==> config.mk <==
export PLATFORM = sky130hd
export DESIGN_NAME = copro_top
export DESIGN_NICKNAME = d
export VERILOG_FILES = /design/src/hw/copro_pkg.sv /design/src/hw/lane_if.sv /design/src/hw/mult_lane.sv /design/src/hw/mult_copro.sv /design/src/hw/reset_pulse_gen.sv /design/src/hw/copro_top.sv
export SDC_FILE = /design/constraint.sdc
export NUM_CORES = 1
export LEC_CHECK = 0
export BUFFER_PORTS_ARGS = -buffer_cell sky130_fd_sc_hd__clkbuf_2
export CORE_ASPECT_RATIO = 1.25
export CORE_UTILIZATION = 45
export DETAILED_ROUTE_END_ITERATION = 10
export PLACE_DENSITY = 0.74
export SLEW_MARGIN = 30
export SYNTH_ARGS = -nofsm -noshare
export SYNTH_HDL_FRONTEND = slang
export SYNTH_SLANG_ARGS = --single-unit
==> constraint.sdc <==
create_clock -name CLOCK_95 -period 13.8 [get_ports CLOCK_95]
set_clock_uncertainty 0.1 [all_clocks]
set_input_delay 2.76 -clock CLOCK_95 [delete_from_list [all_inputs] [get_ports CLOCK_95]]
set_output_delay 2.76 -clock CLOCK_95 [all_outputs]
set_load 0.01 [all_outputs]
==> src/hw/copro_pkg.sv <==
// shared widths, lane layout, pulse lengths and types for the multiplier coprocessor
`default_nettype none

package copro_pkg;

  // ==================================================
  // datapath
  // ==================================================
  localparam int unsigned word_w      = 64;  // host fifo word in both directions
  localparam int unsigned operand_w   = 16;  // one operand and one truncated product
  localparam int unsigned num_lanes   = 2;   // lanes run in lockstep on one word
  localparam int unsigned lane_slot_w = 32;  // bit stride between lane slots

  // operand reg, product reg, result reg
  localparam int unsigned lane_stages = 3;

  // ==================================================
  // status counter and reset requests
  // ==================================================
  localparam int unsigned counter_w   = 32;
  localparam int unsigned led_w       = 10;  // top counter bits shown on the leds
  localparam int unsigned reset_req_w = 3;   // bit 0 cold, bit 1 warm, bit 2 debug

  // pulse lengths in clock cycles
  localparam int unsigned cold_ext  = 6;
  localparam int unsigned warm_ext  = 2;
  localparam int unsigned debug_ext = 32;

  // ==================================================
  // shared types
  // ==================================================
  typedef logic [word_w-1:0]    word_t;     // operand word in, result word out
  typedef logic [operand_w-1:0] operand_t;  // one 16 bit operand or product

endpackage

`default_nettype wire

==> src/hw/lane_if.sv <==
// multiplier lane link carrying operands and stall out and the truncated product back
`timescale 1ns/1ps
`default_nettype none

interface lane_if;

  // control side drives these
  logic                in_valid;  // operand pair valid this cycle
  copro_pkg::operand_t a;
  copro_pkg::operand_t b;
  logic                stall;     // freezes every lane stage

  // lane side drives these
  copro_pkg::operand_t q;         // low half of a*b
  logic                q_valid;

  modport ctrl (output in_valid, output a, output b, output stall,
                input q, input q_valid);

  modport lane (input in_valid, input a, input b, input stall,
                output q, output q_valid);

endinterface

`default_nettype wire

==> src/hw/mult_lane.sv <==
// one 16x16 multiplier lane with a three stage pipeline that freezes on stall
`timescale 1ns/1ps
`default_nettype none

module mult_lane (
  input logic  CLOCK_95,
  input logic  hps_fpga_reset_n,
  lane_if.lane lane
);

  logic [copro_pkg::lane_stages-1:0] vld;  // one valid bit per stage
  logic                              adv;  // pipeline may move this cycle
  copro_pkg::operand_t               a_r;
  copro_pkg::operand_t               b_r;
  copro_pkg::operand_t               prod_r;
  copro_pkg::operand_t               q_r;

  assign adv = !lane.stall;

  // ==================================================
  // valid chain
  // ==================================================
  always_ff @(posedge CLOCK_95 or negedge hps_fpga_reset_n) begin
    if (!hps_fpga_reset_n) begin
      vld <= '0;
    end else if (adv) begin
      vld <= {vld[copro_pkg::lane_stages-2:0], lane.in_valid};  // bubbles shift too
    end
  end

  // ==================================================
  // payload stages
  // ==================================================
  // stage 1 operand capture
  always_ff @(posedge CLOCK_95) begin
    if (adv && lane.in_valid) begin
      a_r <= lane.a;
      b_r <= lane.b;
    end
  end

  // stage 2 multiply
  always_ff @(posedge CLOCK_95) begin
    if (adv && vld[0]) begin
      prod_r <= a_r * b_r;  // 16 bit context keeps only the low half
    end
  end

  // stage 3 result register
  always_ff @(posedge CLOCK_95) begin
    if (adv && vld[1]) begin
      q_r <= prod_r;
    end
  end

  assign lane.q       = q_r;
  assign lane.q_valid = vld[copro_pkg::lane_stages-1];  // held while stalled

endmodule

`default_nettype wire

==> src/hw/mult_copro.sv <==
// multiplier coprocessor that splits operand words over two lanes and packs the products
`timescale 1ns/1ps
`default_nettype none

module mult_copro (
  input  logic             CLOCK_95,
  input  logic             hps_fpga_reset_n,
  input  copro_pkg::word_t in_readdata,
  input  logic             in_waitrequest,
  output logic             in_read,
  input  logic             out_waitrequest,
  output logic             out_write,
  output copro_pkg::word_t out_writedata
);

  // ==================================================
  // input handshake
  // ==================================================
  // take a word only when the fifo has one and the result side is free
  assign in_read = !in_waitrequest && !out_waitrequest;

  // ==================================================
  // lanes
  // ==================================================
  for (genvar i = 0; i < copro_pkg::num_lanes; i++) begin : g_lane

    lane_if lif ();

    assign lif.in_valid = in_read;
    assign lif.stall    = out_waitrequest;  // whole datapath freezes together

    // operand a in the low half of the slot, b right above it
    assign lif.a = in_readdata[i*copro_pkg::lane_slot_w +: copro_pkg::operand_w];
    assign lif.b = in_readdata[i*copro_pkg::lane_slot_w + copro_pkg::operand_w
                               +: copro_pkg::operand_w];

    mult_lane u_lane (
      .CLOCK_95         (CLOCK_95),
      .hps_fpga_reset_n (hps_fpga_reset_n),
      .lane             (lif)
    );

    // product in the slot bottom, rest of the slot zero
    assign out_writedata[i*copro_pkg::lane_slot_w +: copro_pkg::lane_slot_w] =
      {{(copro_pkg::lane_slot_w - copro_pkg::operand_w){1'b0}}, lif.q};

    // lanes move in lockstep so lane 0 speaks for all of them
    if (i == 0) begin : g_head
      assign out_write = lif.q_valid;
    end

  end

endmodule

`default_nettype wire

==> src/hw/reset_pulse_gen.sv <==
// rising edge detector that stretches each accepted request into a fixed length pulse
`timescale 1ns/1ps
`default_nettype none

module reset_pulse_gen #(
  parameter int unsigned PULSE_EXT = 6  // pulse length in cycles
) (
  input  logic CLOCK_95,
  input  logic hps_fpga_reset_n,
  input  logic req,
  output logic pulse
);

  typedef logic [$clog2(PULSE_EXT+1)-1:0] cnt_t;

  logic req_d;  // previous request sample
  logic rise;
  cnt_t cnt;    // cycles left after the current one

  assign rise = req && !req_d;

  always_ff @(posedge CLOCK_95 or negedge hps_fpga_reset_n) begin
    if (!hps_fpga_reset_n) begin
      req_d <= 1'b0;
      pulse <= 1'b0;
      cnt   <= '0;
    end else begin
      req_d <= req;
      if (!pulse) begin
        if (rise) begin  // edges seen while busy are dropped
          pulse <= 1'b1;
          cnt   <= cnt_t'(PULSE_EXT - 1);
        end
      end else if (cnt != '0) begin
        cnt <= cnt - 1'b1;
      end else begin
        pulse <= 1'b0;  // last cycle done
      end
    end
  end

endmodule

`default_nettype wire

==> src/hw/copro_top.sv <==
// coprocessor slice top with the multiplier, reset request pulses and status counter
`timescale 1ns/1ps
`default_nettype none

module copro_top (
  input  logic                              CLOCK_95,
  input  logic                              hps_fpga_reset_n,

  // host fifo to coprocessor
  input  copro_pkg::word_t                  in_readdata,
  input  logic                              in_waitrequest,
  output logic                              in_read,

  // coprocessor to host fifo
  input  logic                              out_waitrequest,
  output logic                              out_write,
  output copro_pkg::word_t                  out_writedata,

  // reset requests and the stretched pulses
  input  logic [copro_pkg::reset_req_w-1:0] reset_req,
  output logic                              cold_reset,
  output logic                              warm_reset,
  output logic                              debug_reset,

  // free running status
  output logic [copro_pkg::counter_w-1:0]   status,
  output logic [copro_pkg::led_w-1:0]       ledr
);

  // ==================================================
  // multiplier coprocessor
  // ==================================================
  mult_copro u_copro (
    .CLOCK_95         (CLOCK_95),
    .hps_fpga_reset_n (hps_fpga_reset_n),
    .in_readdata      (in_readdata),
    .in_waitrequest   (in_waitrequest),
    .in_read          (in_read),
    .out_waitrequest  (out_waitrequest),
    .out_write        (out_write),
    .out_writedata    (out_writedata)
  );

  // ==================================================
  // reset request stretchers
  // ==================================================
  reset_pulse_gen #(.PULSE_EXT(copro_pkg::cold_ext)) u_pulse_cold (
    .CLOCK_95         (CLOCK_95),
    .hps_fpga_reset_n (hps_fpga_reset_n),
    .req              (reset_req[0]),  // cold
    .pulse            (cold_reset)
  );

  reset_pulse_gen #(.PULSE_EXT(copro_pkg::warm_ext)) u_pulse_warm (
    .CLOCK_95         (CLOCK_95),
    .hps_fpga_reset_n (hps_fpga_reset_n),
    .req              (reset_req[1]),  // warm
    .pulse            (warm_reset)
  );

  reset_pulse_gen #(.PULSE_EXT(copro_pkg::debug_ext)) u_pulse_debug (
    .CLOCK_95         (CLOCK_95),
    .hps_fpga_reset_n (hps_fpga_reset_n),
    .req              (reset_req[2]),  // debug
    .pulse            (debug_reset)
  );

  // ==================================================
  // status counter
  // ==================================================
  always_ff @(posedge CLOCK_95 or negedge hps_fpga_reset_n) begin
    if (!hps_fpga_reset_n) begin
      status <= '0;
    end else begin
      status <= status + 1'b1;  // wraps freely
    end
  end

  // slow top bits so the leds visibly count
  assign ledr = status[copro_pkg::counter_w-1 -: copro_pkg::led_w];

endmodule

`default_nettype wire

==> results of run 1 <==
## flip-flops by register name, indices dropped and copies added (netlist names)
signal / count
status: 32
u_copro.g_lane.u_lane.a_r: 32
u_copro.g_lane.u_lane.b_r: 32
u_copro.g_lane.u_lane.lane.q: 32
u_copro.g_lane.u_lane.prod_r: 32
u_pulse_debug.cnt: 6
u_copro.g_lane.u_lane.vld: 3
u_pulse_cold.cnt: 3
u_pulse_warm.cnt: 2
u_pulse_cold.pulse: 1
u_pulse_cold.req_d: 1
u_pulse_debug.pulse: 1
u_pulse_debug.req_d: 1
u_pulse_warm.pulse: 1
u_pulse_warm.req_d: 1
## area by class of cell
cell class / count / area [um^2] / share of cell area
clock buffers: 22 / 508 / 0.0321
well taps: 407 / 509 / 0.0321
flip-flops and latches: 180 / 5140 / 0.325
multi-input cells: 843 / 7970 / 0.503
inverters: 230 / 863 / 0.0545
repair buffers: 152 / 768 / 0.0485
clock inverters: 10 / 78.8 / 0.00497
## critical path, cell delays in order
cell and delay (ns):
sky130_fd_sc_hd__clkbuf_2 0.16, sky130_fd_sc_hd__nor2_4 0.12, sky130_fd_sc_hd__buf_4 0.60, sky130_fd_sc_hd__clkbuf_2 0.26
## path summary, 6_finish.rpt
check	from	end	slack (ns)
worst max-delay path	out_waitrequest	in_read	7.01
worst min-delay path	u_copro.g_lane[0].u_lane.prod_r[0]$_DFFE_PP_	u_copro.g_lane[0].u_lane.lane.q[0]$_DFFE_PP_	0.32
worst max register to register	u_copro.g_lane[1].u_lane.a_r[6]$_DFFE_PP_	u_copro.g_lane[1].u_lane.prod_r[15]$_DFFE_PP_	8.06
worst min register to register	u_copro.g_lane[0].u_lane.prod_r[0]$_DFFE_PP_	u_copro.g_lane[0].u_lane.lane.q[0]$_DFFE_PP_	0.32
max in group asynchronous	hps_fpga_reset_n	status[31]$_DFF_PN0_	10.80
min in group asynchronous	hps_fpga_reset_n	u_pulse_warm.req_d$_DFF_PN0_	2.35
## layer usage
| metal | global-route usage | vias up | part of all wire |
|---|---|---|---|
| li1 | - | 4196 | - |
| met1 | 0.225 | 4421 | 0.43 |
| met2 | 0.304 | 302 | 0.50 |
| met3 | 0.0247 | 52 | 0.046 |
| met4 | 0.0667 | 0 | 0.025 |
| met5 | 0 | - | 0 |
## power by group through the flow
stage | sequential, mW | clock [mW] | combinational (mW)
after detailed placement | 0.829 | 0 | 2.05
after floorplan | 0.807 | 0 | 1.64
after CTS | 0.817 | 0.496 | 2.07
after global placement | 0.826 | 0 | 1.98
final | 0.818 | 0.483 | 2.05
after global routing | 0.827 | 0.519 | 2.36
## cells by family after synthesis
family | count (synthesis) | synth area share
adders and majority gates | 263 | 0.315
xor gates and xnor gates | 113 | 0.0708
buffers and inverters | 302 | 0.0909
AOI/OAI and AO/OA | 54 | 0.0245
and+or+nand+nor | 380 | 0.138
other | 1 | 0.000263
muxes | 1 | 0.000788
DFF | 180 | 0.360
## per-stage QoR
stage                     std cells   util  setup slack (ns)
after global placement         1812  0.491              7.00
after CTS                      1844  0.510              6.97
final                          1844  0.510              7.01
after detailed placement       1812  0.491              6.98
after global routing           1844  0.510              6.85
after floorplan                1325      -              5.34
## synth_stat cells, drive strengths merged, types with 21 or more instances
| cell type | count | share of area |
|---|---|---|
| and2 | 136 | 0.060 |
| edfxtp | 128 | 0.27 |
| ha | 103 | 0.090 |
| buf | 45 | 0.023 |
| xor2 | 24 | 0.015 |
| clkbuf | 27 | 0.0071 |
| nand2 | 163 | 0.043 |
| nor2 | 21 | 0.0055 |
| inv | 230 | 0.060 |
| xnor2 | 88 | 0.054 |
| fa | 160 | 0.22 |
| dfrtp | 52 | 0.091 |
==> run summary, run 1 <==
The flow ran to the end, and the final reports show no timing, DRC or antenna violations. The critical path is of the in -> out type. The run gives 10.94 ns as the data required time of the critical path. The tools report the number of max-cap violations as 0. The cell area power density is 212 nW/um^2, and the synthesis warning total is 0. The first-pass iteration count of the detailed router was 5; the number of H-tree branching levels was 4. After detailed routing, the number of vias per cell comes to 4.86. Input and output buffers added on the ports amount to 149.

The setup violation total in the final timing report is 0. The cell sitting at the root of the clock tree is a sky130_fd_sc_hd__clkbuf_16. Fraction of the yosys area taken by sequential cells: 0.360.

The highest fanout seen on the critical path is 66, and the sequential power share is 0.244. The floorplan core area is 31100 um^2, and the sink count of the clock tree is 180. The number of antenna diodes in the final layout is 0.

The run gives 0.612 as the part of the total power dissipated in combinational logic. Setup repair after global routing left no endpoint under its margin. The worst slew margin relative to its limit is 0.422. The logs give 0 ns for the sum of negative setup slack and 0 for the number of pins exceeding their max-slew limit in the final report.

After clock tree synthesis, the repair step resized 0 gates. In the layout the commonest cells are sky130_fd_sc_hd__inv_1, sky130_fd_sc_hd__nand2_1, sky130_fd_sc_hd__fa_1. After legalization and detailed placement, the total HPWL measured 21100 um. The final hold violation count is 0, and the total routed wirelength is 27000 um. The fraction of layout instances using a drive strength above 1 is 0.137. The logs give 7.45 nW for the static leakage and 0 for the leftover overflow at the end of global routing. The post-detailed-route count of antenna-violating nets came out at 0. The net switching share of the total power was 0.409; the routed via count was 8971.

The library cell used most frequently in the layout, excluding fill and tap cells, is sky130_fd_sc_hd__inv_1. After clock tree synthesis, the setup repair step added 0 buffers. The die covers 32500 um^2.

The floorplan step set the die width to 161 um. In this run the worst hold path is classified as reg -> reg. For this run, the top clock speed supported by timing is 147 MHz. Fill cells in the final layout number 2723. STA classifies the critical path startpoint as an input port. TritonCTS built the clock tree.

The fraction of synthesis flops using an asynchronous set or reset pin came out at 0.289. STA classifies the critical path endpoint as an output pin. The hold path depth was 0. The tools report the number of antenna violations at the first check in global routing as 0. The post-route fraction of the period consumed by the critical path was 0.492; the global routing usage summed across all routing layers was 0.177. The wire length per cell after detailed routing is 14.6 um, and the part of the power in the clock network is 0.144. The pin count of the biggest net entering global routing is 67. Clock buffer count from CTS: 17. The number of global-route vias before repair is 9483, and the number of primary I/O pins is 182.

The total of hold buffers inserted after clock tree synthesis was 0. At the pin with the least slew margin, the transition time is 0.866 ns. After routing the design area is 15800 um^2. The wire length of the first global-routing pass is 45300 um, and the number of cells produced by synthesis is 1294. The initial core utilization was 0.460; the final net count was 1758. The final critical delay including setup and external delays came out at 6.79 ns.

The tools report the number of violations reported at the end of detailed-routing iteration 0 as 549. For this run, the leading register cell type out of synthesis is sky130_fd_sc_hd__edfxtp_1. The clock transition time at the flip-flop clock pins of the worst setup and hold paths is 0.07 ns. In this run, synthesis produced a sequential element count of 180. Area of the mapped netlist: 14300 um^2. IR analysis of the VDD net gives a maximum drop of 0.000169 V. The worst-case clock buffer depth is 2, and the chip height is 201 um.

Routability-driven placement finished with a final weighted congestion of 0.865. The run gives 54 as the unique cell type count in the Yosys netlist. The clock reaches the later pin of the worst-skew pair after 0.43 ns.

The placed instances occupy a cell area of 15300 um^2. The total internal power was 1.98 mW; the area growth from synthesis to layout was 11.0%. The tools report the final worst hold slack as 0.319 ns. The tools report the overall power consumption as 3.36 mW. Measured in cells, the most critical reg-to-reg path has a length of 18. For the switching power summed over all nets, the log shows 1.37 mW. The synthesized area per cell came out at 11.0 um^2. The number of rows in the core area is 72. After detailed routing, the number of remaining DRC violations is 0. Counting flops with a built-in enable in the synthesized netlist gives 128. STA puts the critical path data arrival time at 3.93 ns.
No activity file was read; power rests on OpenSTA's default activity.
==> run 2, diff against run 1 <==
==> constraint.sdc (replaced) <==
create_clock -name CLOCK_95 -period 6.7 [get_ports CLOCK_95]
set_clock_uncertainty 0.1 [all_clocks]
set_input_delay 1.34 -clock CLOCK_95 [delete_from_list [all_inputs] [get_ports CLOCK_95]]
set_output_delay 1.34 -clock CLOCK_95 [all_outputs]
set_load 0.01 [all_outputs]
==> run 2 against run 1 <==
Compared with the run above:
- wire length rose by 2.0%
- first-iteration DRC count is 7.5% higher
- worst hold slack lost 0.0038 ns
- clock-buffer cell count is 5 lower
- utilization grew 0.19 points
- critical path type is now reg -> reg
- sequential power grew 110%
- global-route usage up 0.55 points
==> run summary, run 2 (synthesized netlist as in run 1, its figures left out) <==
For the post-detailed-route count of antenna-violating nets, the log shows 0. The tree is rooted in a sky130_fd_sc_hd__clkbuf_16. The tools report the kind of end point of the critical path as a register. Setup violations remaining at the end of the flow were counted as 0. The area growth from synthesis to layout is 11.4%, and the final net count is 1760. The startpoint identified for the worst register-to-register timing path is u_copro.g_lane[0].u_lane.b_r[1]$_DFFE_PP_.

The tool flagged a number of max-cap violations equal to 0. The met2 track demand over resource was 0.309; the post-route fraction of the period consumed by the critical path was 0.846. The clock transition time at the flip-flop clock pins of the worst setup and hold paths was 0.08 ns. The run gives 0.151 as the part of the power in the clock network.

The floorplan step set the die width to 161 um. The logs give 9571 for the number of global-route vias before repair and 5.75 ns for the arrival time reported for the critical path endpoint. After detailed routing, the number of remaining DRC violations is 0. First-pass iteration count of the detailed router: 4. For the clock latency at the later pin of the worst-skew pair, the log shows 0.44 ns. Before CTS, the worst setup slack after placement is 1.05 ns. TritonCTS built the clock tree. The logs give 4.08 mW for the total internal power and 46700 um for the wire length of the first global-routing pass.

The fraction of layout instances using a drive strength above 1 was 0.140; the number of violations reported at the end of detailed-routing iteration 0 was 590. The switching power summed over all nets is 2.89 mW. The run finished with clean final reports.

The setup slack of the worst register-to-register path was 1.03 ns; the static leakage was 7.46 nW. For the initial core utilization, the log shows 0.460. The number of clock buffers added by TritonCTS is 17. The met3 usage in global routing was 0.0287; the number of rows in the core area was 72. The launch point of the worst hold path was u_copro.g_lane[0].u_lane.prod_r[9]$_DFFE_PP_.

After global routing, the most crowded layer is met2. The number of vias per cell after detailed routing came out at 4.86. The global routing usage summed across all routing layers came out at 0.182. STA classifies the critical path startpoint as a register. During I/O placement, the number of pins put on the boundary was 182. Timing would allow up to 176 MHz.

Setup repair after global routing left no endpoint under its margin. 0 antenna diodes ended up in the layout. Setup slack on the critical path of the routed design comes to 1.03 ns. In this run, post-CTS hold repair placed 0 buffers. The worst-case reg-to-reg path depth is 16. The chip height was 201 um. The worst hold path was traced through 0 stages.

For the worst slew margin relative to its limit, the log shows 0.439. The net switching share of the total power is 0.414, and the met1 capacity usage during global routing is 0.234. Slew at the pin closest to its max-slew limit: 0.839 ns. Class of the worst hold path: reg -> reg. The part of the total power dissipated in combinational logic came out at 0.609. The cell area power density is 438 nW/um^2. The library cells used most frequently in the layout, excluding fill and tap cells, are sky130_fd_sc_hd__inv_1, sky130_fd_sc_hd__nand2_1, sky130_fd_sc_hd__fa_1.

The logs give 0.900 for the final weighted congestion of routability-driven global placement and 0 for the number of pins exceeding their max-slew limit in the final report. Number of antenna violations at the first check in global routing: 0. The highest fanout seen on the critical path is 15, and the die area is 32500 um^2. During placement, the flow inserted port buffers numbering 149. The sum of negative setup slack is 0 ns, and the wire length per cell after detailed routing is 14.9 um. Clock tree synthesis found a total of 180 sinks. The reg-to-reg endpoint was u_copro.g_lane[0].u_lane.prod_r[15]$_DFFE_PP_. The floorplan core area came out at 31100 um^2.

For the pin count of the biggest net entering global routing, the log shows 66. Summing over every cut layer, the via total after detailed routing is 8972. The worst-case clock buffer depth was 2. The sequential power share came out at 0.241. The commonest non-fill, non-tap cell in the layout was sky130_fd_sc_hd__inv_1. After legalization and detailed placement, the total HPWL measured 22100 um. The worst setup path is of the reg -> reg kind. The leftover overflow at the end of global routing was 0. The peak supply drop came out at 0.000368 V. Counting I/O delays and the setup requirement, the final critical path takes 5.67 ns. Summed over all layers, the routed wires come to 27500 um. The logs give 0 for the final hold violation count and 4 for the number of H-tree branching levels.

In this run the post-CTS setup repair buffer count came out at 0. For the worst setup path, the data required time is 6.78 ns. The capture endpoint of the worst hold path is u_copro.g_lane[0].u_lane.lane.q[9]$_DFFE_PP_. For the number of resized instances in the post-cts repair step, the log shows 0.
==> run 2: cell types whose count changed in the layout (fill, tap and decap cells not counted), moves of 3 or more <==
cell                         before  now
sky130_fd_sc_hd__inv_4            3    0
sky130_fd_sc_hd__inv_6            4    0
sky130_fd_sc_hd__clkinvlp_4       0    3
sky130_fd_sc_hd__inv_8            1    5
sky130_fd_sc_hd__clkinv_8         0    5
sky130_fd_sc_hd__clkbuf_16       20   17
==> run 2: layer usage <==
metal / vias up / part of all wire
met3: 35 / 0.053
li1: 4209 / -
met1: 4428 / 0.43
met2: 300 / 0.49
met5: - / 0
met4: 0 / 0.024
==> run 2: metrics by stage <==
| stage | cells | area (um^2) | hold WS, ns | utilization | total power, mW |
|---|---|---|---|---|---|
| 4_1_cts | 1846 | 15900 | 0.317 | 0.512 | 7.06 |
| 3_5_place_dp | 1814 | 15300 | 0.305 | 0.491 | 5.96 |
| 6_report | 1846 | 15900 | 0.315 | 0.512 | 6.97 |
| 2_1_floorplan | 1325 | 14400 | 0.300 | - | 5.03 |
| 5_1_grt | 1846 | 15900 | 0.325 | 0.512 | 7.66 |
| 3_3_place_gp | 1814 | 15300 | 0.304 | 0.491 | 5.77 |
==> run 2: critical path, stage by stage (launching register included) <==
cell                       delay, ns
sky130_fd_sc_hd__edfxtp_1       0.62
sky130_fd_sc_hd__and2_1         0.29
sky130_fd_sc_hd__fa_1           0.55
sky130_fd_sc_hd__inv_1          0.06
sky130_fd_sc_hd__fa_1           0.52
sky130_fd_sc_hd__inv_1          0.05
sky130_fd_sc_hd__fa_1           0.49
sky130_fd_sc_hd__inv_1          0.05
sky130_fd_sc_hd__fa_1           0.54
sky130_fd_sc_hd__fa_1           0.43
sky130_fd_sc_hd__fa_1           0.40
sky130_fd_sc_hd__xor2_1         0.16
sky130_fd_sc_hd__xnor2_1        0.14
sky130_fd_sc_hd__xnor2_1        0.29
sky130_fd_sc_hd__xnor2_2        0.17
sky130_fd_sc_hd__xnor3_1        0.39
sky130_fd_sc_hd__xnor2_1        0.15
==> run 2: power by group through the flow <==
stage | registers, mW | logic (mW) | clock network (mW)
floorplan | 1.66 | 3.37 | 0
global placement | 1.69 | 4.08 | 0
detailed placement | 1.70 | 4.26 | 0
CTS | 1.68 | 4.30 | 1.09
global route | 1.70 | 4.84 | 1.13
finish | 1.68 | 4.24 | 1.05
==> run 2: layout make-up <==
class                   count  area, um^2
clock buffers              17         425
well taps                 407         509
clock inverters            15         206
flip-flops and latches    180        5140
fillers                  2726       15200
multi-input cells         843        7970
inverters                 230         863
repair buffers            154         783
==> run 2: worst max-delay path by stage <==
stage / end / start / depth (start not counted)
3_3_place_gp: u_copro.g_lane[0].u_lane.prod_r[15]$_DFFE_PP_ / u_copro.g_lane[0].u_lane.a_r[5]$_DFFE_PP_ / 18
3_5_place_dp: u_copro.g_lane[0].u_lane.prod_r[15]$_DFFE_PP_ / u_copro.g_lane[0].u_lane.b_r[1]$_DFFE_PP_ / 16
2_1_floorplan: in_read / in_waitrequest / 1
4_1_cts: u_copro.g_lane[0].u_lane.prod_r[15]$_DFFE_PP_ / u_copro.g_lane[0].u_lane.b_r[1]$_DFFE_PP_ / 16
6_report: u_copro.g_lane[0].u_lane.prod_r[15]$_DFFE_PP_ / u_copro.g_lane[0].u_lane.b_r[1]$_DFFE_PP_ / 16
5_1_grt: u_copro.g_lane[0].u_lane.prod_r[15]$_DFFE_PP_ / u_copro.g_lane[0].u_lane.b_r[1]$_DFFE_PP_ / 17
